### config.mk
export PLATFORM = sky130hd
export DESIGN_NAME = reservation_tracker
export DESIGN_NICKNAME = d
export VERILOG_FILES = /design/src/tile_pkg.sv /design/src/reservation_tracker.sv
export SDC_FILE = /design/constraint.sdc
export NUM_CORES = 1
export LEC_CHECK = 0
export BUFFER_PORTS_ARGS = -buffer_cell sky130_fd_sc_hd__buf_4
export CAP_MARGIN = 20
export CORE_MARGIN = 8
export CORE_UTILIZATION = 25
export CTS_CLUSTER_SIZE = 8
export DETAILED_ROUTE_END_ITERATION = 6
export PLACE_DENSITY = 0.52
export SYNTH_ARGS = -nofsm -noshare
export SYNTH_HDL_FRONTEND = slang
export SYNTH_SLANG_ARGS = --single-unit
### constraint.sdc
create_clock -name clk_i -period 1.6 [get_ports clk_i]
set_input_delay 0.24 -clock clk_i [delete_from_list [all_inputs] [get_ports clk_i]]
set_output_delay 0.24 -clock clk_i [all_outputs]
set_load 0.01 [all_outputs]
### src/tile_pkg.sv
package tile_pkg;

   ////////////////////////////////////////////////////////////////////////////
   // word and address widths
   ////////////////////////////////////////////////////////////////////////////

   // one data word and its byte enables
   localparam int DATA_WIDTH      = 32;
   localparam int MASK_WIDTH      = DATA_WIDTH / 8;

   // core side byte address
   localparam int CORE_ADDR_WIDTH = 32;

   // network side word address, byte bits already stripped
   localparam int NET_ADDR_WIDTH  = 14;

   // each of the x and y tile coordinates
   localparam int CORD_WIDTH      = 4;

   ////////////////////////////////////////////////////////////////////////////
   // core address fields
   ////////////////////////////////////////////////////////////////////////////

   // top bit set means the access leaves the tile
   localparam int REMOTE_BIT = 31;

   // destination coordinates of a remote access
   localparam int Y_LSB      = 27;
   localparam int X_LSB      = 23;

   // word address starts above the two byte bits
   localparam int WORD_LSB   = 2;

   // network address bit that marks a control store (freeze register)
   localparam int CTRL_BIT   = 13;

   ////////////////////////////////////////////////////////////////////////////
   // shared types
   ////////////////////////////////////////////////////////////////////////////

   typedef logic [DATA_WIDTH-1:0]      data_t;
   typedef logic [MASK_WIDTH-1:0]      mask_t;
   typedef logic [CORE_ADDR_WIDTH-1:0] core_addr_t;
   typedef logic [NET_ADDR_WIDTH-1:0]  net_addr_t;
   typedef logic [CORD_WIDTH-1:0]      cord_t;

   // packet opcode carried on the outbound network
   typedef enum logic
   {
      NET_OP_LOAD  = 1'b0,
      NET_OP_STORE = 1'b1
   } net_op_e;

endpackage

### src/reservation_tracker.sv
`timescale 1ns/1ps

module reservation_tracker
(
   input  logic                clk_i,
   input  logic                reset_i,

   // lr access granted to local memory
   input  logic                set_i,
   input  tile_pkg::net_addr_t set_addr_i,

   // network store accepted by the crossbar
   input  logic                net_store_i,
   input  tile_pkg::net_addr_t net_addr_i,

   output logic                reservation_o
);

   logic                valid_r;
   tile_pkg::net_addr_t addr_r;

   // reserved word address, meaningful only while valid_r is set
   always_ff @(posedge clk_i)
   begin
      if (set_i)
         addr_r <= set_addr_i;
   end

   // a new lr wins over a clearing store in the same cycle
   always_ff @(posedge clk_i)
   begin
      if (reset_i)
         valid_r <= 1'b0;
      else if (set_i)
         valid_r <= 1'b1;
      else if (net_store_i && (net_addr_i == addr_r))
         valid_r <= 1'b0;
   end

   assign reservation_o = valid_r;

endmodule

== Word-level counts from Yosys, hierarchy flattened ==
Cells that the tools add are included.

* Reduce and logical (&&, ||, !) cells: 2
* Muxes and demuxes: 2
* Equal/unequal tests: 1

{| class="wikitable"
|+ Operators by type and width
! operator !! count
|-
| 14-bit == test || 1
|-
| 1-bit two-way mux || 2
|-
| 2-bit nonzero test || 1
|-
| 1-bit logical AND || 1
|}

* Word-level logic and storage cells: 7
* Register bits: 15

== Depth between registers and ports, before layout ==
Gate-level depths: netlist of run 1.

* Word-level depth: 4
* Depth in mapped cells: 4
* Mapped depth without buffers: 4

== Worst setup path after synthesis of run 1 ==
Ideal clock, no wire load.

* Path type: register -> register
* Start: register addr_r[1]
* End: register valid_r (netlist: reservation_o)
* Required time: 1.474 ns
* Path slack: 0.457 ns
* Clock period less this slack: 1.143 ns
* Arrival: 1.017 ns
* Cell stages (with the launch flop): 5
* Setup time: 0.126 ns
* Cell sequence: edfxtp_1 xnor2_1 nand4_1 o41ai_1 a21oi_1

* Longest elaborated chain between the ends: 3

{| class="wikitable"
|+ Ends and longest elaborated chain
! item !! line !! RTL
|-
| from (decl) || reservation_tracker.sv:20 || <nowiki>tile_pkg::net_addr_t addr_r;</nowiki>
|-
| from (signal assigned) || reservation_tracker.sv:26 || <nowiki>addr_r <= set_addr_i;</nowiki>
|-
| 14-bit == test || reservation_tracker.sv:36 || <nowiki>else if (net_store_i && (net_addr_i == addr_r))</nowiki>
|-
| 1-bit logical AND || reservation_tracker.sv:36 ||
|-
| 2-bit nonzero test (no line) || n/a ||
|-
| to (signal assigned) || reservation_tracker.sv:33 || <nowiki>valid_r <= 1'b0;</nowiki>
|-
| to (signal assigned) || reservation_tracker.sv:35 || <nowiki>valid_r <= 1'b1;</nowiki>
|-
| to (signal assigned) || reservation_tracker.sv:37 || <nowiki>valid_r <= 1'b0;</nowiki>
|-
| to (decl) || reservation_tracker.sv:19 || <nowiki>logic valid_r;</nowiki>
|}

No other way between the ends.
A chain may end at the register's enable or synchronous reset.

== Final worst setup path of run 1 ==
* Start: register addr_r[5]
* End: register valid_r (netlist: reservation_o)

Same word-level chain as after synthesis.

==> impl_table.tex, run 1 <==
\begin{tabular}{lr}
\hline
Metric & Value \\
\hline
\multicolumn{2}{l}{\textbf{Timing}} \\
Max frequency & 803 MHz \\
Final Critical Period & 1240 ps \\
Max-slew headroom & 82.7\% \\
Final setup violation count & 0 \\
Final clock period utilization by the worst path & 77.8\% \\
RSZ-0062 raised after global routing & no \\
Count of endpoints failing hold in the final timing report & 0 \\
Least-Margin Pin Slew & 257 ps \\
Count of pins over their slew limit & 0 \\
WHS & 111 ps \\
Setup Total Neg Slack & 0 ps \\
Setup Skew & 2.40 ps \\
\multicolumn{2}{l}{\textbf{Detailed routing}} \\
DRC violations left & 0 \\
Via total after detailed routing & 405 \\
Starting DRT DRC Count & 5 \\
Total iterations of the first detailed-routing run & 4 \\
WL/cell & 12.0 µm \\
Vias per cell & 3.97 \\
Routed Antenna Nets & 0 \\
Post-detailed-routing wire length & 1.23 mm \\
\multicolumn{2}{l}{\textbf{CTS}} \\
Clock latency of the later-clocked register in the worst-skew pair & 270 ps \\
Post-cts repair resize count & 0 \\
CTS tree & yes \\
Number of buffers between clock root and the deepest sink & 2 \\
Clock root buffer & clkbuf\_4 \\
Htree depth & 1 \\
Clock transition at the registers of the reported paths & 90 ps \\
\# Post-CTS Setup Buffers & 0 \\
Hold\_buf cts & 0 \\
TritonCTS Sinks & 15 \\
Cts bufs inserted & 3 \\
\multicolumn{2}{l}{\textbf{Flow run}} \\
Total of max-cap violations & 0 \\
\multicolumn{2}{l}{\textbf{Floorplanning}} \\
Area inside the core boundary & 2390 µm² \\
Effective utilization at floorplan & 25.3\% \\
Width of the chip & 65.2 µm \\
Die area & 4250 µm² \\
Number of core rows & 18 \\
Top Ports & 33 \\
Die Height & 65.2 µm \\
\multicolumn{2}{l}{\textbf{Hold path}} \\
Hold Path Cell Cnt & 2 \\
Worst Hold Class & in -> reg \\
\multicolumn{2}{l}{\textbf{Synthesis}} \\
Total number of yosys warnings & 0 \\
Gate count after technology mapping & 36 \\
Total nets after synthesis & 68 \\
Share of the yosys chip area belonging to registers & 72.9\% \\
Number of distinct library cells after synthesis & 8 \\
Summed instance area of the synthesized netlist & 604 µm² \\
Average size of a mapped cell & 16.8 µm² \\
Flops \& latches, synth & 15 \\
\multicolumn{2}{l}{\textbf{Cells and area}} \\
Final net count & 105 \\
Number of inserted diodes & 0 \\
Layout cells sized above 1 & 48.6\% \\
Syn-to-layout area delta & 50.3\% \\
\multicolumn{2}{l}{\textbf{GRT}} \\
GRT Util Overall & 6.04\% \\
Vias in the first global route & 459 \\
Global-route wire length before repair & 1.92 mm \\
Overflow left after global routing & 0 \\
Largest net degree at the start of global routing & 16 \\
Antenna violations before repair & 0 \\
\multicolumn{2}{l}{\textbf{Setup path}} \\
Top fanout value on the critical path & 1 \\
Endpoint arrival time on the critical path & 1410 ps \\
R2r worst-path depth & 4 \\
Startpoint Class & flop \\
Startpoint-to-endpoint class of the critical path & reg -> reg \\
Crit-path cells & xnor2\_1, nand4\_1, o41ai\_1, a21oi\_1 \\
Slowest stage cell on the critical path & edfxtp\_1 \\
Longest individual stage delay on the worst path & 390 ps \\
Kind of end point of the critical path & flop \\
Req. time, crit path & 1760 ps \\
\multicolumn{2}{l}{\textbf{Pwr}} \\
Maximum VDD drop & 0.499 mV \\
PD cells & 885 nW/µm² \\
Leakage component of the power & 0.354 nW \\
\multicolumn{2}{l}{\textbf{Run status}} \\
Status & completed \\
\multicolumn{2}{l}{\textbf{Placement}} \\
Number of buffer cells added on primary ports & 32 \\
Routability-driven placement congestion ratio & 0.741 \\
\hline
\end{tabular}
flip-flops by register name, summed over array words and instances (netlist names):
signal and flops:
addr_r 14, reservation_o 1
cell families (layout without fill, tap and decap cells):
family / Yosys count / in the layout / share of synthesized area (%)
xor+xnor: 14 / 14 / 20.3
flops: 15 / 15 / 72.9
simple gates: 4 / 4 / 3.93
compound gates: 2 / 2 / 2.28
buf+inv: 1 / 37 / 0.621
synth_stat cells:
master,number,area [µm²]
edfxtp_1,14,420
xnor2_1,14,123
nand4_1,3,18.8
a21oi_1,1,5.00
dfxtp_1,1,20.0
inv_1,1,3.75
nand3_1,1,5.00
o41ai_1,1,8.76
routing by layer:
layer	GRT usage, %	wire, µm	up-vias
met2	8.86	561	20
met1	6.41	513	176
met3	3.57	143	2
li1	-	-	207
met5	0	0	-
met4	4.09	10	0
layout make-up:
class	instances	area, µm²
Clock buffer	4	26.3
Sequential cell	15	440
Inverter	1	3.75
Fill cell	246	1480
Timing Repair Buffer	32	240
Tap cell	30	37.5
Multi-Input combinational cell	20	160
critical path: cells and delay by family, from the launching register on:
kind | cells | cell delay [ps]
AOI/OAI and AO/OA | 2 | 410
DFF | 1 | 390
xor gates and xnor gates | 1 | 180
and+or+nand+nor | 1 | 150
final timing paths:
| check | from | end | slack, ps |
|---|---|---|---|
| min reg2reg | reservation_o$_SDFFE_PP0P_ | reservation_o$_SDFFE_PP0P_ | 470 |
| max | addr_r[5]$_DFFE_PP_ | reservation_o$_SDFFE_PP0P_ | 360 |
| max reg2reg | addr_r[5]$_DFFE_PP_ | reservation_o$_SDFFE_PP0P_ | 360 |
| min | reset_i | reservation_o$_SDFFE_PP0P_ | 110 |
report_power, final:
part | total, W | internal (W) | leakage [nW] | switching [W]
combinational | 0.000118 | 0.0000816 | 0.193 | 0.0000363
sequential | 0.000475 | 0.000463 | 0.145 | 0.0000128
clock | 0.000211 | 0.0000964 | 0.0150 | 0.000115
total | 0.000804 | 0.000640 | 0.354 | 0.000164
placed cells by master (no fill, tap or decap), drive strengths merged:
cell type,count
a21oi,1
buf,32
clkbuf,4
dfxtp,1
edfxtp,14
inv,1
nand3,1
nand4,3
o41ai,1
xnor2,14
through the flow:
stage | total power (W) | utilization [%] | instances | instance area [µm²] | worst slack (ps)
after floorplan | 0.000527 | - | 36 | 604 | 457
after global placement | 0.000602 | 36.9 | 98 | 882 | 349
after global routing | 0.000852 | 38.1 | 102 | 908 | 294
after detailed placement | 0.000606 | 36.9 | 98 | 882 | 345
after CTS | 0.000818 | 38.1 | 102 | 908 | 332
final | 0.000804 | 38.1 | 102 | 908 | 355
Note: power is estimated with default switching activity, not from simulation.
==> run 2: changes to the inputs <==
clock period = 1.28 ns   (was 1.6 ns; I/O delays follow)
==> impl_table.tex, run 2 (synthesis results as in run 1) <==
\begin{tabular}{lr}
\hline
Metric & Value \\
\hline
\multicolumn{2}{l}{\textbf{CTS}} \\
Number of buffers between clock root and the deepest sink & 2 \\
Hold\_buf cts & 0 \\
Cts bufs inserted & 3 \\
Clock root buffer & clkbuf\_4 \\
Clock transition at the registers of the reported paths & 90 ps \\
Htree depth & 1 \\
\# Post-CTS Setup Buffers & 0 \\
Post-cts repair resize count & 0 \\
Clock latency of the later-clocked register in the worst-skew pair & 270 ps \\
TritonCTS Sinks & 15 \\
CTS tree & yes \\
\multicolumn{2}{l}{\textbf{Setup path}} \\
Top fanout value on the critical path & 1 \\
Startpoint Class & flop \\
Source of the critical timing path & addr\_r[1]\$\_DFFE\_PP\_ \\
Launching point of the worst reg2reg path & addr\_r[1]\$\_DFFE\_PP\_ \\
Register-to-register path setup slack & 80 ps \\
Req. time, crit path & 1440 ps \\
Startpoint-to-endpoint class of the critical path & reg -> reg \\
Kind of end point of the critical path & flop \\
R2r worst-path depth & 4 \\
R2r endpoint & reservation\_o\$\_SDFFE\_PP0P\_ \\
Endpoint arrival time on the critical path & 1360 ps \\
\multicolumn{2}{l}{\textbf{Floorplanning}} \\
Die Height & 65.2 µm \\
Top Ports & 33 \\
Number of core rows & 18 \\
Area inside the core boundary & 2390 µm² \\
Effective utilization at floorplan & 25.3\% \\
Die area & 4250 µm² \\
Width of the chip & 65.2 µm \\
\multicolumn{2}{l}{\textbf{Cells and area}} \\
Syn-to-layout area delta & 51.6\% \\
Final net count & 105 \\
Layout cells sized above 1 & 50.0\% \\
Number of inserted diodes & 0 \\
Commonest cells after routing, fill and taps aside & buf\_4 (32), xnor2\_1 (14), edfxtp\_1 (14) \\
Biggest register & addr\_r \\
Flip-flop count of the largest register, all copies and words added & 14 \\
Most common cell after layout, fill and taps aside & buf\_4 \\
\multicolumn{2}{l}{\textbf{Detailed routing}} \\
DRC violations left & 0 \\
Routed Antenna Nets & 0 \\
Total iterations of the first detailed-routing run & 3 \\
Vias per cell & 3.97 \\
Post-detailed-routing wire length & 1.24 mm \\
Starting DRT DRC Count & 6 \\
WL/cell & 12.2 µm \\
Via total after detailed routing & 405 \\
\multicolumn{2}{l}{\textbf{Timing}} \\
RSZ-0062 raised after global routing & no \\
Max frequency & 833 MHz \\
Count of pins over their slew limit & 0 \\
WHS & 63.5 ps \\
Smallest setup slack after layout & 79.9 ps \\
Setup Total Neg Slack & 0 ps \\
Count of endpoints failing hold in the final timing report & 0 \\
Final Critical Period & 1200 ps \\
Final clock period utilization by the worst path & 93.8\% \\
Max-slew headroom & 85.2\% \\
Least-Margin Pin Slew & 220 ps \\
Final setup violation count & 0 \\
Setup Skew & 1.58 ps \\
\multicolumn{2}{l}{\textbf{Hold path}} \\
Worst Hold Class & in -> reg \\
Sink of the worst hold path & reservation\_o\$\_SDFFE\_PP0P\_ \\
Hold Path Cell Cnt & 2 \\
Worst hold start & reset\_i \\
\multicolumn{2}{l}{\textbf{Placement}} \\
Post-placement setup slack & 24.7 ps \\
Number of buffer cells added on primary ports & 32 \\
Routability-driven placement congestion ratio & 0.741 \\
\multicolumn{2}{l}{\textbf{GRT}} \\
Global-route wire length before repair & 1.92 mm \\
GRT Util Overall & 6.04\% \\
Overflow left after global routing & 0 \\
Antenna violations before repair & 0 \\
Largest net degree at the start of global routing & 16 \\
Vias in the first global route & 459 \\
\multicolumn{2}{l}{\textbf{Pwr}} \\
Leakage component of the power & 0.356 nW \\
PD cells & 1100 nW/µm² \\
Maximum VDD drop & 0.627 mV \\
\multicolumn{2}{l}{\textbf{Run status}} \\
Status & completed \\
\multicolumn{2}{l}{\textbf{Flow run}} \\
Total of max-cap violations & 0 \\
\hline
\end{tabular}
-- run 2: cell counts in the layout (fill, tap and decap cells not counted) --
No cell type changed its count.
-- run 2: through the flow --
| step | util, % | cells | area (µm²) | total power, W |
|---|---|---|---|---|
| after floorplan | - | 36 | 604 | 0.000659 |
| after global placement | 36.9 | 98 | 882 | 0.000753 |
| after detailed placement | 36.9 | 98 | 882 | 0.000757 |
| after CTS | 38.1 | 102 | 908 | 0.00102 |
| after global routing | 38.4 | 102 | 916 | 0.00107 |
| final | 38.4 | 102 | 916 | 0.00101 |
-- run 2: worst max-delay path by stage --
stage,end,slack (ps),depth (start not counted)
2_1_floorplan,reservation_o$_SDFFE_PP0P_,140,4
3_3_place_gp,reservation_o$_SDFFE_PP0P_,30,4
3_5_place_dp,reservation_o$_SDFFE_PP0P_,20,4
4_1_cts,reservation_o$_SDFFE_PP0P_,10,4
5_1_grt,reservation_o$_SDFFE_PP0P_,10,4
6_report,reservation_o$_SDFFE_PP0P_,80,4
-- run 2: critical path: stages, from the launching register on --
cell and delay [ps]:
edfxtp_1 380, xnor2_1 160, nand4_1 140, o41ai_2 320
a21oi_1 90
-- run 2: layer usage --
layer | wire length, µm | vias up | track usage, %
li1 | - | 207 | -
met1 | 527 | 176 | 6.41
met2 | 563 | 20 | 8.86
met3 | 143 | 2 | 3.57
met4 | 10 | 0 | 4.09
met5 | 0 | - | 0
-- run 2: power breakdown --
group / total (W) / switching (W) / leakage [nW] / internal (W)
Sequential: 0.000594 / 0.0000163 / 0.145 / 0.000578
Combinational: 0.000150 / 0.0000473 / 0.196 / 0.000103
Clock: 0.000264 / 0.000144 / 0.0150 / 0.000121
Total: 0.00101 / 0.000208 / 0.356 / 0.000802
-- run 2: cell type report --
cell class	instances	area (µm²)
Clock buffer	4	26.3
Fill cell	244	1470
Inverter	1	3.75
Multi-Input combinational cell	20	168
Sequential cell	15	440
Tap cell	30	37.5
Timing Repair Buffer	32	240
