[src/tile_pkg.sv]
package tile_pkg;

   ////////////////////////////////////////////////////////////////////////////
   // word and address widths
   ////////////////////////////////////////////////////////////////////////////

   // one data word and its byte enables
   localparam int DATA_WIDTH      = 32;
   localparam int MASK_WIDTH      = DATA_WIDTH / 8;

   // core side byte address
   localparam int CORE_ADDR_WIDTH = 32;

   // network side word address, byte bits already stripped
   localparam int NET_ADDR_WIDTH  = 14;

   // each of the x and y tile coordinates
   localparam int CORD_WIDTH      = 4;

   ////////////////////////////////////////////////////////////////////////////
   // core address fields
   ////////////////////////////////////////////////////////////////////////////

   // top bit set means the access leaves the tile
   localparam int REMOTE_BIT = 31;

   // destination coordinates of a remote access
   localparam int Y_LSB      = 27;
   localparam int X_LSB      = 23;

   // word address starts above the two byte bits
   localparam int WORD_LSB   = 2;

   // network address bit that marks a control store (freeze register)
   localparam int CTRL_BIT   = 13;

   ////////////////////////////////////////////////////////////////////////////
   // shared types
   ////////////////////////////////////////////////////////////////////////////

   typedef logic [DATA_WIDTH-1:0]      data_t;
   typedef logic [MASK_WIDTH-1:0]      mask_t;
   typedef logic [CORE_ADDR_WIDTH-1:0] core_addr_t;
   typedef logic [NET_ADDR_WIDTH-1:0]  net_addr_t;
   typedef logic [CORD_WIDTH-1:0]      cord_t;

   // packet opcode carried on the outbound network
   typedef enum logic
   {
      NET_OP_LOAD  = 1'b0,
      NET_OP_STORE = 1'b1
   } net_op_e;

endpackage

[src/net_endpoint.sv]
`timescale 1ns/1ps

module net_endpoint
#(
   parameter int fifo_els_p        = 4,
   parameter int max_out_credits_p = 8
)
(
   input  logic                clk_i,
   input  logic                reset_i,

   // stores arriving from the network
   input  logic                in_v_i,
   input  tile_pkg::net_addr_t in_addr_i,
   input  tile_pkg::data_t     in_data_i,
   input  tile_pkg::mask_t     in_mask_i,
   output logic                in_ready_o,

   // fifo head toward the crossbar, data entries only
   output logic                fifo_v_o,
   output tile_pkg::net_addr_t fifo_addr_o,
   output tile_pkg::data_t     fifo_data_o,
   output tile_pkg::mask_t     fifo_mask_o,
   input  logic                fifo_yumi_i,

   // outbound request and network handshake
   input  logic                out_req_i,
   input  logic                out_ready_i,
   output logic                out_v_o,
   input  logic                credit_return_i,
   output logic                outstanding_stores_o,

   output logic                freeze_o
);

   localparam int ptr_w_lp    = (fifo_els_p > 1) ? $clog2(fifo_els_p) : 1;
   localparam int cnt_w_lp    = $clog2(fifo_els_p + 1);
   localparam int credit_w_lp = $clog2(max_out_credits_p + 1);

   // fifo storage, payload only
   tile_pkg::net_addr_t addr_mem [fifo_els_p];
   tile_pkg::data_t     data_mem [fifo_els_p];
   tile_pkg::mask_t     mask_mem [fifo_els_p];

   logic [ptr_w_lp-1:0]    wr_ptr_r;
   logic [ptr_w_lp-1:0]    rd_ptr_r;
   logic [cnt_w_lp-1:0]    count_r;
   logic                   enq;
   logic                   deq;
   logic                   empty;
   logic                   head_ctrl;
   logic                   ctrl_pop;
   logic                   freeze_r;
   logic [credit_w_lp-1:0] credits_r;
   logic                   launch;

   ////////////////////////////////////////////////////////////////////////////
   // receive fifo
   ////////////////////////////////////////////////////////////////////////////

   assign empty      = (count_r == '0);
   assign in_ready_o = (count_r != cnt_w_lp'(fifo_els_p));
   assign enq        = in_v_i & in_ready_o;

   // head entry is read straight out of the array
   assign fifo_addr_o = addr_mem[rd_ptr_r];
   assign fifo_data_o = data_mem[rd_ptr_r];
   assign fifo_mask_o = mask_mem[rd_ptr_r];

   // control stores never reach memory
   assign head_ctrl = fifo_addr_o[tile_pkg::CTRL_BIT];
   assign ctrl_pop  = ~empty & head_ctrl;
   assign fifo_v_o  = ~empty & ~head_ctrl;
   assign deq       = ctrl_pop | (fifo_v_o & fifo_yumi_i);

   always_ff @(posedge clk_i)
   begin
      if (enq)
      begin
         addr_mem[wr_ptr_r] <= in_addr_i;
         data_mem[wr_ptr_r] <= in_data_i;
         mask_mem[wr_ptr_r] <= in_mask_i;
      end
   end

   // pointers wrap at fifo_els_p, which need not be a power of two
   always_ff @(posedge clk_i)
   begin
      if (reset_i)
      begin
         wr_ptr_r <= '0;
         rd_ptr_r <= '0;
         count_r  <= '0;
      end
      else
      begin
         if (enq)
            wr_ptr_r <= (wr_ptr_r == ptr_w_lp'(fifo_els_p - 1)) ? '0 : wr_ptr_r + 1'b1;
         if (deq)
            rd_ptr_r <= (rd_ptr_r == ptr_w_lp'(fifo_els_p - 1)) ? '0 : rd_ptr_r + 1'b1;
         count_r <= count_r + cnt_w_lp'(enq) - cnt_w_lp'(deq);
      end
   end

   // freeze comes up set; data bit 0 of a control store rewrites it
   always_ff @(posedge clk_i)
   begin
      if (reset_i)
         freeze_r <= 1'b1;
      else if (ctrl_pop)
         freeze_r <= fifo_data_o[0];
   end

   assign freeze_o = freeze_r;

   ////////////////////////////////////////////////////////////////////////////
   // outbound credits
   ////////////////////////////////////////////////////////////////////////////

   // only offer a packet while a credit is left
   assign out_v_o = out_req_i & (credits_r != '0);
   assign launch  = out_v_o & out_ready_i;

   always_ff @(posedge clk_i)
   begin
      if (reset_i)
         credits_r <= credit_w_lp'(max_out_credits_p);
      else
         credits_r <= credits_r - credit_w_lp'(launch) + credit_w_lp'(credit_return_i);
   end

   // anything short of full credit means something is still in flight
   assign outstanding_stores_o = (credits_r != credit_w_lp'(max_out_credits_p));

endmodule

[config.mk]
export PLATFORM = sky130hd
export DESIGN_NAME = net_endpoint
export DESIGN_NICKNAME = d
export VERILOG_FILES = /design/src/tile_pkg.sv /design/src/net_endpoint.sv
export SDC_FILE = /design/constraint.sdc
export NUM_CORES = 1
export LEC_CHECK = 0
export ABC_AREA = 1
export BUFFER_PORTS_ARGS = -buffer_cell sky130_fd_sc_hd__buf_2
export CAP_MARGIN = 20
export CORE_MARGIN = 2
export CORE_UTILIZATION = 40
export DETAILED_ROUTE_END_ITERATION = 8
export HOLD_SLACK_MARGIN = 0.08
export MAX_ROUTING_LAYER = met4
export SLEW_MARGIN = 20
export SYNTH_ARGS = -nofsm -noshare
export SYNTH_HDL_FRONTEND = slang
export SYNTH_SLANG_ARGS = --single-unit
[constraint.sdc]
create_clock -name clk_i -period 8.55 [get_ports clk_i]
set_input_delay 1.2825 -clock clk_i [delete_from_list [all_inputs] [get_ports clk_i]]
set_output_delay 1.2825 -clock clk_i [all_outputs]
set_load 0.02 [all_outputs]
-- Word-level counts from Yosys, hierarchy flattened
Memories as Yosys holds them, arrays and structs flattened. A register that Yosys moved wholly into a read port is not among the register bits.
Index checks and enable logic that the tools add are counted.
- mux-type cells: 10
- bitwise logic cells: 9
- eq/ne operators: 4
- reduce and logical (&&, ||, !) cells: 2
- $add $sub $neg: 6
- operators by type and width (cell ; number):
    $mux 2 ; 8
    $and 1x1->1 ; 6
    $add 2x1->2 const B ; 2
    $add 4x1->4 ; 1
    $eq 2x2->1 const B ; 2
    $ne 4x4->1 const B ; 1
    $reduce_bool 4->1 ; 1
    $sub 4x1->4 ; 1
    $add 3x1->3 ; 1
    $logic_not 3->1 ; 1
    $ne 3x3->1 const B ; 1
    $sub 3x1->3 ; 1
    $mux 1 ; 2
    $not 1->1 ; 2
    $or 1x1->1 ; 1
- logic and storage cells: 39
- output and inout bits: 55
- bits in writable memories: 200
- register bits: 12
- memories kept: 3
- input port bits: 57
- memory list (name ; words ; bits a word ; read ports ; clocked after Yosys merged registers in ; write ports ; line ; source):
    data_mem ; 4 ; 32 ; 1 ; 1 ; 1 ; net_endpoint.sv:42 ; tile_pkg::data_t data_mem [fifo_els_p];
    addr_mem ; 4 ; 14 ; 1 ; 1 ; 1 ; net_endpoint.sv:41 ; tile_pkg::net_addr_t addr_mem [fifo_els_p];
    mask_mem ; 4 ; 4 ; 1 ; 1 ; 1 ; net_endpoint.sv:43 ; tile_pkg::mask_t mask_mem [fifo_els_p];

-- Depth between registers and ports, before layout
Gate-level depths: netlist of the first run.
- word-level depth: 7
- gate-level depth with buffers: 14
- gate-level depth less buffers: 13

-- Worst setup path before layout of the first run
OpenSTA, ideal clock, no wires.
- path type: in2reg
- start point: input port in_v_i
- end point: memory addr_mem[0][0] (netlist bit), enable pin
- library setup time: 0.458 ns
- setup slack: 4.588 ns
- required time: 8.092 ns
- cell stages on the path: 2
- buffers on the path: 0
- arrival time: 3.504 ns
- cells stage by stage: nand2_2 nor2_1
- longest elaborated chain between the ends: 3
- ends and longest elaborated chain (item ; line ; source):
    start: declaration ; net_endpoint.sv:13 ; input logic in_v_i,
    $and 1x1->1 ; net_endpoint.sv:63 ; assign enq = in_v_i & in_ready_o;
    $mux 1 ; net_endpoint.sv:78 ; if (enq)
    $mux 1 (implied by the code) ; net_endpoint.sv:80 ; addr_mem[wr_ptr_r] <= in_addr_i;
    end: declaration ; net_endpoint.sv:41 ;
Every way passes these cells.

==> results of run 1 <==
[through the flow]
| step | power, mW | cells | util, % | hold WS [ns] | instance area, um^2 |
|---|---|---|---|---|---|
| after floorplan | 2.181 | 588 | - | 0.4827 | 8247 |
| after global placement | 2.523 | 942 | 44.55 | 0.4885 | 9015 |
| after detailed placement | 2.561 | 942 | 44.55 | 0.4939 | 9015 |
| after CTS | 3.444 | 980 | 47.84 | 0.5024 | 9679 |
| after global routing | 3.600 | 982 | 47.86 | 0.5309 | 9684 |
| final | 3.401 | 982 | 47.86 | 0.5064 | 9684 |
[worst max-delay path, cell delays in order (launching register included)]
cell	delay, ns
dfxtp_4	1.02
inv_4	0.56
nand2_2	0.20
nand3_2	0.10
nand2_4	0.16
inv_1	0.06
nor2_1	0.08
buf_2	0.16
[synthesized netlist by cell type (all sizes together)]
master	instances
clkbuf	14
o21ai	102
buf	17
inv	30
ha	13
a21oi	7
and2	1
fa	2
o22ai	49
a31oi	1
dfxtp	14
nand2	12
nor3	1
edfxtp	200
or2	1
nor2	114
nand3	7
xnor2	2
a21o	1
[cell type report]
class                      instances  area (um^2)
fill                            1768        10550
sequential                       214         6291
multi-input combinational        313         1685
clock buffer                      27        590.6
timing repair buffer             115        585.6
tap                              270        337.8
inverter                          30        115.1
clock inverter                    11        73.82
antenna                            2        5.005
[power by group through the flow]
stage          sequential [mW]  combinational [mW]  clock [mW]
2_1_floorplan             1.34               0.836           0
3_3_place_gp              1.43                1.09           0
3_5_place_dp              1.44                1.12           0
4_1_cts                   1.42                1.13       0.900
5_1_grt                   1.44                1.22       0.939
6_report                  1.42                1.11       0.880
[layer usage]
metal  up-vias  track usage [%]
li1       2378                -
met1      2517            21.52
met2       115            25.84
met3        23            3.611
met4         0            3.942
met5         -                -
[worst max path at each step]
stage	endpoint	slack, ns	cells past startpoint
floorplan	addr_mem[0][0]$_DFFE_PP_	4.59	2
detailed placement	fifo_v_o	4.83	7
CTS	fifo_v_o	4.29	7
global route	fifo_data_o[15]	4.05	4
finish	fifo_v_o	4.30	7
global placement	fifo_v_o	4.86	6
[kinds of logic (layout without fill, tap and decap cells)]
family,Yosys count,count (layout)
buf+inv,61,183
compound gates,160,160
simple gates,136,136
xor+xnor,2,2
fa+ha+maj,15,15
other cells,0,2
flops,214,214
[flip-flops by register name (all words and copies together) (netlist names), named ones only]
signal	count
addr_mem	56
count_r	3
credits_r	4
data_mem	128
freeze_o	1
mask_mem	16
rd_ptr_r	2
wr_ptr_r	2
==> results_dict.tcl, run 1 <==
set metrics [dict create \
    synth_top_cell_by_area "edfxtp_1" \
    remaining_drc_errors 0 \
    met1Wirelength_mm 7.952 \
    cts_made_buffers 22 \
    wl_mm 17.44 \
    drtAntennaViolNets 0 \
    finalMaxSlewViolations 0 \
    drt_pass1_iterations 4 \
    clkTransAtPathRegs_ns 0.06 \
    path_class "flop to primary output" \
    cp-end-kind "primary output" \
    p_clk_share_pct 25.9 \
    final_cell_mix "200 x edfxtp_1, 111 x buf_2, 110 x nor2_1, 98 x o21ai_0, 48 x o22ai_1" \
    grt_pass1_vias 5125 \
    areaGrowthSynthToFinish_pct 17.43 \
    htreeDepth 1 \
    reg2reg_depth 13 \
    coreArea_um2 20230 \
    place_congestion 0.7466 \
    synth-xor-area-share_pct 0.2124 \
    fin_skew_ns 0.01808 \
    p_sw_share_pct 36.85 \
    cts_sinks 214 \
    wl_met3_um 890 \
    drt_iter0_markers 345 \
    die_x_um 147.6 \
    antenna_found_initial 2 \
    worst_pin_slew_ns 1.055 \
    final_common_cell "edfxtp_1" \
    ys_seq_elements 214 \
    layout-drive-gt1-share_pct 22.54 \
    intPower_mw 2.148 \
    route.met2.wl_mm 8.301 \
    drv_cap 0 \
    root_buffer "clkbuf_16" \
    synth.top_cell.area_share_pct 72.83 \
    die_area_um2 21780 \
    reg2reg_setup_slack_ns 5.05 \
    slew_headroom_pct 29.67 \
    peakVddDrop_uv 167.3 \
    grt_usage_pct 16.25 \
    syn_nets 660 \
    place_ws_ns 4.828 \
    syn-instance-count 588 \
    min_to "freeze_o$_SDFFE_PP1P_" \
    synth_top_family_by_area "compound AO/OA/AOI/OAI gates" \
    fin_crit_sh_pct 49.73 \
    comb_power_share_pct 32.5 \
    p_sw_mw 1.254 \
    cp_data_required_time_ns 7.27 \
    synth_compound_area_share_pct 10.58 \
    port-buffer-count 111 \
    setup-tns-final_ns 0 \
    start_util_pct 40.76 \
    max_freq_mhz 235.2 \
    synth_area_per_cell_um2 14.02 \
    period_needed_ns 4.252 \
    worstPathArrival_ns 2.97 \
    post_cts_resized 0 \
    hold_viol_final 0 \
    yosysUniqueCellTypes 28 \
    cts_tree "done" \
    grt_setup_unrepaired "false" \
    clockBufferDepth 3 \
    start_kind "flop" \
    grt_pass1_wl_mm 27.00 \
    hp-class "flop to flop" \
    dieHeight_um 147.6 \
    dp_hpwl_mm 10.07 \
    grt_max_degree 102 \
    synth_area_um2 8247 \
    synthMuxAreaShare_pct 0 \
    highest_layer "met4" \
    r2r_end "count_r[2]$_SDFF_PP0_" \
    row_count 52 \
    status "complete, no violations" \
    cts_hold_buffers 0 \
    synth-simple-area-share_pct 6.827 \
    fin_nets 768 \
    min_path_cells 2 \
    synth_area_leaders "edfxtp_1 73%, o21ai_0 5.9%, nor2_1 5.2%" \
    crit_fanout 101 \
    setup-violations-final 0 \
    final.setup.worst_slack_ns 4.298 \
    p_per_area_nw_per_um2 351.2 \
    synthAdderAreaFrac_pct 2.458 \
    routed-via-count 5033 \
    grt_overflow 0 \
    seq_area_frac_synth_pct 76.23 \
    clock_latency_ns 0.50 \
    power_leakage_nw 3.468 \
    cts_setup_buffers 0 \
    min_from "freeze_o$_SDFFE_PP1P_" \
    num_io_pins 112 \
    viasPerCell 5.125 \
    avgRoutedWirePerCell_um 17.76 \
    yosys_warnings 0 \
    seq_power_share_pct 41.6 \
]
Power figures use the tool's default switching activity.
==> run 2, diff against run 1 <==
- ABC_AREA: 1 -> 0
- clock period: 8.55 -> 4.4 ns (I/O delays scaled with it)
==> run 2 against run 1 <==
Effect of this change:
- critical path depth is 4 lower
- area after synthesis fell by 2.1%
- combinational power increased by 36%
==> results_dict.tcl, run 2 <==
set metrics [dict create \
    final_cell_mix "200 x edfxtp_1, 111 x buf_2, 50 x mux4_2, 23 x clkbuf_16, 13 x ha_1" \
    dieHeight_um 146.0 \
    synth_edf_count 200 \
    hold_viol_final 0 \
    die_area_um2 21330 \
    grt_max_degree 39 \
    worst_pin_slew_ns 0.7830 \
    wl_mm 14.11 \
    synth_area_leaders "edfxtp_1 74%, mux4_2 14%, dfxtp_1 3.5%" \
    fin_crit_sh_pct 72.62 \
    status "complete, no violations" \
    finalMaxSlewViolations 0 \
    drt_pass1_iterations 6 \
    seq_area_frac_synth_pct 77.89 \
    fin_skew_ns 0.005474 \
    place_congestion 0.6918 \
    slew_headroom_pct 47.80 \
    yosysUniqueCellTypes 33 \
    syn-instance-count 347 \
    grt_pass1_wl_mm 22.43 \
    layout-drive-gt1-share_pct 43.56 \
    htreeDepth 1 \
    syn_nets 419 \
    reg_top3 "data_mem x128, addr_mem x56, mask_mem x16" \
    grt_setup_unrepaired "false" \
    power_mw 5.875 \
    grt_overflow 0 \
    ys_seq_elements 214 \
    clock_latency_ns 0.50 \
    power_leakage_nw 3.314 \
    final_common_cell "edfxtp_1" \
    root_buffer "clkbuf_16" \
    top_register "data_mem" \
    port-buffer-count 111 \
    fin_nets 547 \
    grt_pass1_vias 4092 \
    fin_area_um2 9615 \
    post-synth-top-count-cell "edfxtp_1" \
    drv_cap 0 \
    synth_area_per_cell_um2 23.26 \
    clockBufferDepth 3 \
    cts_made_buffers 23 \
    synth_flop_cell "edfxtp_1" \
    synth_area_um2 8070 \
    clkTransAtPathRegs_ns 0.06 \
    placed_cell_area_um2 8919 \
    cp_data_required_time_ns 3.74 \
    areaGrowthSynthToFinish_pct 19.15 \
    drtAntennaViolNets 0 \
    viasPerCell 4.942 \
    async_flop_share_pct 0 \
    dp_hpwl_mm 8.581 \
    remaining_drc_errors 0 \
    synth_top_cell_by_area "edfxtp_1" \
    cp-end-kind "primary output" \
    start_util_pct 41.06 \
    cts_setup_buffers 0 \
    cts_tree "done" \
    coreArea_um2 19650 \
    routed-via-count 3751 \
    avgRoutedWirePerCell_um 18.59 \
    max_freq_mhz 313.0 \
    synth_common_cells "200 x edfxtp_1, 50 x mux4_2, 14 x dfxtp_1" \
    antenna_found_initial 3 \
    grt_usage_pct 13.93 \
    peakVddDrop_uv 401.5 \
    cts_sinks 214 \
    cts_hold_buffers 0 \
    post_cts_resized 0 \
    crit_fanout 38 \
    path_class "flop to primary output" \
    reg2reg_setup_slack_ns 1.62 \
    period_needed_ns 3.195 \
    p_per_area_nw_per_um2 611.0 \
    hp-class "primary input to flop" \
    worstPathArrival_ns 2.54 \
    largest_reg_flops 128 \
    drt_iter0_markers 214 \
    row_count 51 \
    die_x_um 146.0 \
    setup-tns-final_ns 0 \
    start_kind "flop" \
    synth.top_cell.area_share_pct 74.42 \
    setup-violations-final 0 \
    yosys_warnings 0 \
    num_io_pins 112 \
]
-- run 2: kinds of logic after synthesis --
family	Yosys count	synth area share (%)
and+or+nand+nor	28	2.170
xor gates and xnor gates	4	0.4342
DFF	214	77.89
buffers and inverters	25	1.674
AOI/OAI and AO/OA	7	0.7287
muxes	54	14.59
adders and majority gates	15	2.512
-- run 2: critical path, cell delays in order (launching register included) --
cell and delay [ns]:
dfxtp_4 0.86, buf_4 0.43, mux4_2 0.56, buf_2 0.17
-- run 2: path summary, 6_finish.rpt --
path,start,endpoint,cells after the start
setup / recovery,flop,fifo_data_o[4],3
hold / removal,in_data_i[21],data_mem[1][21]$_DFFE_PP_,1
setup reg to reg,flop,count_r[2]$_SDFF_PP0_,11
hold reg to reg,freeze_o$_SDFFE_PP1P_,freeze_o$_SDFFE_PP1P_,2
-- run 2: power by group --
| group | total, mW | internal [mW] | leakage [nW] | switching, mW |
|---|---|---|---|---|
| logic | 1.51 | 0.675 | 1.03 | 0.839 |
| clock network | 1.73 | 1.01 | 0.334 | 0.723 |
| registers | 2.63 | 2.46 | 1.95 | 0.166 |
| total | 5.88 | 4.15 | 3.31 | 1.73 |
-- run 2: area by class of cell --
cell class	count	area, um^2
clock buffers	25	583.1
inverters	11	41.29
well taps	265	331.6
flip-flops and latches	214	6291
fillers	1667	10040
multi-input cells	108	1654
diodes	5	12.51
repair buffers	117	600.6
clock inverters	14	101.3
-- run 2: per-layer routing --
layer  track usage, %  share of wire (%)
met1            17.84                 42
met5                -                  0
met4            3.204                2.1
met2            22.29                 49
met3            4.031                7.0
-- run 2: stage by stage --
step	cells	hold slack, ns	util, %	setup slack, ns
2_1_floorplan	347	0.4782	-	1.906
3_3_place_gp	715	0.4561	45.38	1.651
3_5_place_dp	715	0.4551	45.38	1.610
4_1_cts	754	0.3498	48.86	1.093
5_1_grt	757	0.3561	48.90	0.9889
6_report	759	0.3726	48.92	1.205
==> run 3, diff against run 2 <==
- ABC_AREA: 0 -> 1
- clock period: 4.4 -> 3.3 ns (I/O delays scaled with it)
==> run 3 against run 2 <==
Effect of this change:
- final area up 2.1%
- worst hold slack worse by 0.16 ns
- clock skew up 0.0011 ns
- critical path type unchanged
- highest routed layer unchanged
==> results_dict.tcl, run 3 (synthesized netlist as in run 1, its figures left out) <==
set metrics [dict create \
    cp_top_family "buffers and inverters" \
    wl_mm 17.76 \
    hold-worst-slack_ns 0.2105 \
    status "complete, no violations" \
    reg_top3 "data_mem x128, addr_mem x56, mask_mem x16" \
    finalMaxSlewViolations 0 \
    final_cell_mix "200 x edfxtp_1, 111 x buf_2, 110 x nor2_1, 98 x o21ai_0, 48 x o22ai_1" \
    cts_sinks 214 \
    max_freq_mhz 333.7 \
    grt_setup_unrepaired "false" \
    htreeDepth 1 \
    setup-tns-final_ns 0 \
    row_count 52 \
    peakVddDrop_uv 421.4 \
    slowest_stage "dfxtp_4" \
    r2r_end "count_r[2]$_SDFF_PP0_" \
    num_io_pins 112 \
    clockBufferDepth 3 \
    power_leakage_nw 3.531 \
    areaGrowthSynthToFinish_pct 19.00 \
    cts_made_buffers 22 \
    hp-class "primary input to flop" \
    final_common_cell "edfxtp_1" \
    slew_headroom_pct 52.05 \
    remaining_drc_errors 0 \
    reg2reg_setup_slack_ns 0.57 \
    cpPeakStageDelay_ns 0.51 \
    clock_latency_ns 0.49 \
    root_buffer "clkbuf_16" \
    routed-via-count 5060 \
    antenna_found_initial 2 \
    grt_max_degree 55 \
    cts_hold_buffers 0 \
    p_per_area_nw_per_um2 914.1 \
    fin_area_um2 9813 \
    worst_pin_slew_ns 0.7175 \
    coreArea_um2 20230 \
    cp-end-kind "primary output" \
    path_class "flop to primary output" \
    die_x_um 147.6 \
    port-buffer-count 111 \
    cts_setup_buffers 0 \
    avgRoutedWirePerCell_um 17.98 \
    fin_nets 772 \
    grt_pass1_wl_mm 27.47 \
    viasPerCell 5.121 \
    crit_fanout 54 \
    place_ws_ns 0.6027 \
    start_util_pct 40.76 \
    final.setup.worst_slack_ns 0.3036 \
    cp_num_buf_inv 3 \
    setup-violations-final 0 \
    placed_cell_area_um2 9095 \
    drt_iter0_markers 293 \
    grt_overflow 0 \
    drt_pass1_iterations 4 \
    cts_tree "done" \
    cp_cell_sequence "inv_4 -> buf_6 -> o21ai_0 -> o22ai_1 -> buf_2" \
    cp_data_required_time_ns 2.80 \
    reg2reg_depth 13 \
    die_area_um2 21780 \
    grt_usage_pct 16.69 \
    top_register "data_mem" \
    layout-drive-gt1-share_pct 24.02 \
    place_congestion 0.7263 \
    min_path_cells 1 \
    min_to "data_mem[3][6]$_DFFE_PP_" \
    worstPathArrival_ns 2.50 \
    largest_reg_flops 128 \
    start_kind "flop" \
    fin_skew_ns 0.006590 \
    period_needed_ns 2.996 \
    fillers 1765 \
    hold_viol_final 0 \
    grt_pass1_vias 5105 \
    dieHeight_um 147.6 \
    clkTransAtPathRegs_ns 0.06 \
    drtAntennaViolNets 0 \
    drv_cap 0 \
    dp_hpwl_mm 10.37 \
    power_mw 8.970 \
    min_from "in_data_i[6]" \
    fin_crit_sh_pct 90.80 \
]
run 3: cell types whose count changed in the layout (fill, tap and decap cells not counted), sizes merged, moves of 4 or more:
cell   change
o21ai    +102
nand3      +7
nor2     +109
o22ai     +49
and3       -4
nor2b      -6
nand2      +7
mux4      -50
inv       +18
a21oi      +5
run 3: worst max-delay path by stage:
stage	end	slack, ns	cells past startpoint
after CTS	fifo_data_o[1]	0.12	5
after global routing	fifo_data_o[1]	0.10	5
final	fifo_data_o[1]	0.30	5
after detailed placement	count_r[2]$_SDFF_PP0_	0.60	13
after global placement	count_r[2]$_SDFF_PP0_	0.63	13
after floorplan	addr_mem[0][0]$_DFFE_PP_	-0.1	4
run 3: worst register-to-register path, stage by stage (launching register included):
cell	delay, ns
dfxtp_4	0.70
inv_4	0.36
nand2_2	0.15
nand3_2	0.09
nand2_4	0.13
a21oi_1	0.07
ha_1	0.28
inv_1	0.05
ha_1	0.13
inv_1	0.05
fa_1	0.35
inv_1	0.07
o21ai_0	0.08
a21oi_1	0.15
run 3: timing repair:
action,CTS,global route
gates resized for setup,0,1
endpoints found under the setup margin,0,3
hold endpoints to repair,0,0
run 3: layout make-up:
type	count	area (um^2)	area share (%)
flip-flops and latches	214	6291	64.11
clock inverters	17	133.9	1.364
multi-input cells	313	1685	17.17
well taps	270	337.8	3.443
repair buffers	119	669.4	6.821
diodes	2	5.005	0.05100
clock buffers	23	575.6	5.865
inverters	30	115.1	1.173
run 3: where the power goes:
group	total, mW	leakage [nW]	switching, mW	internal, mW
combinational	3.05	1.23	2.11	0.935
clock	2.38	0.353	0.964	1.42
sequential	3.54	1.95	0.214	3.33
total	8.97	3.53	3.29	5.68
run 3: through the flow:
step | util, % | instances
after floorplan | - | 588
after global placement | 44.95 | 946
after detailed placement | 44.95 | 946
after CTS | 48.45 | 986
after global routing | 48.50 | 988
final | 48.50 | 988
run 3: layer usage:
layer	wire length [um]	global-route usage, %
met3	955	3.241
met2	8533	26.88
met1	8103	22.28
met4	172	3.606
met5	0	-
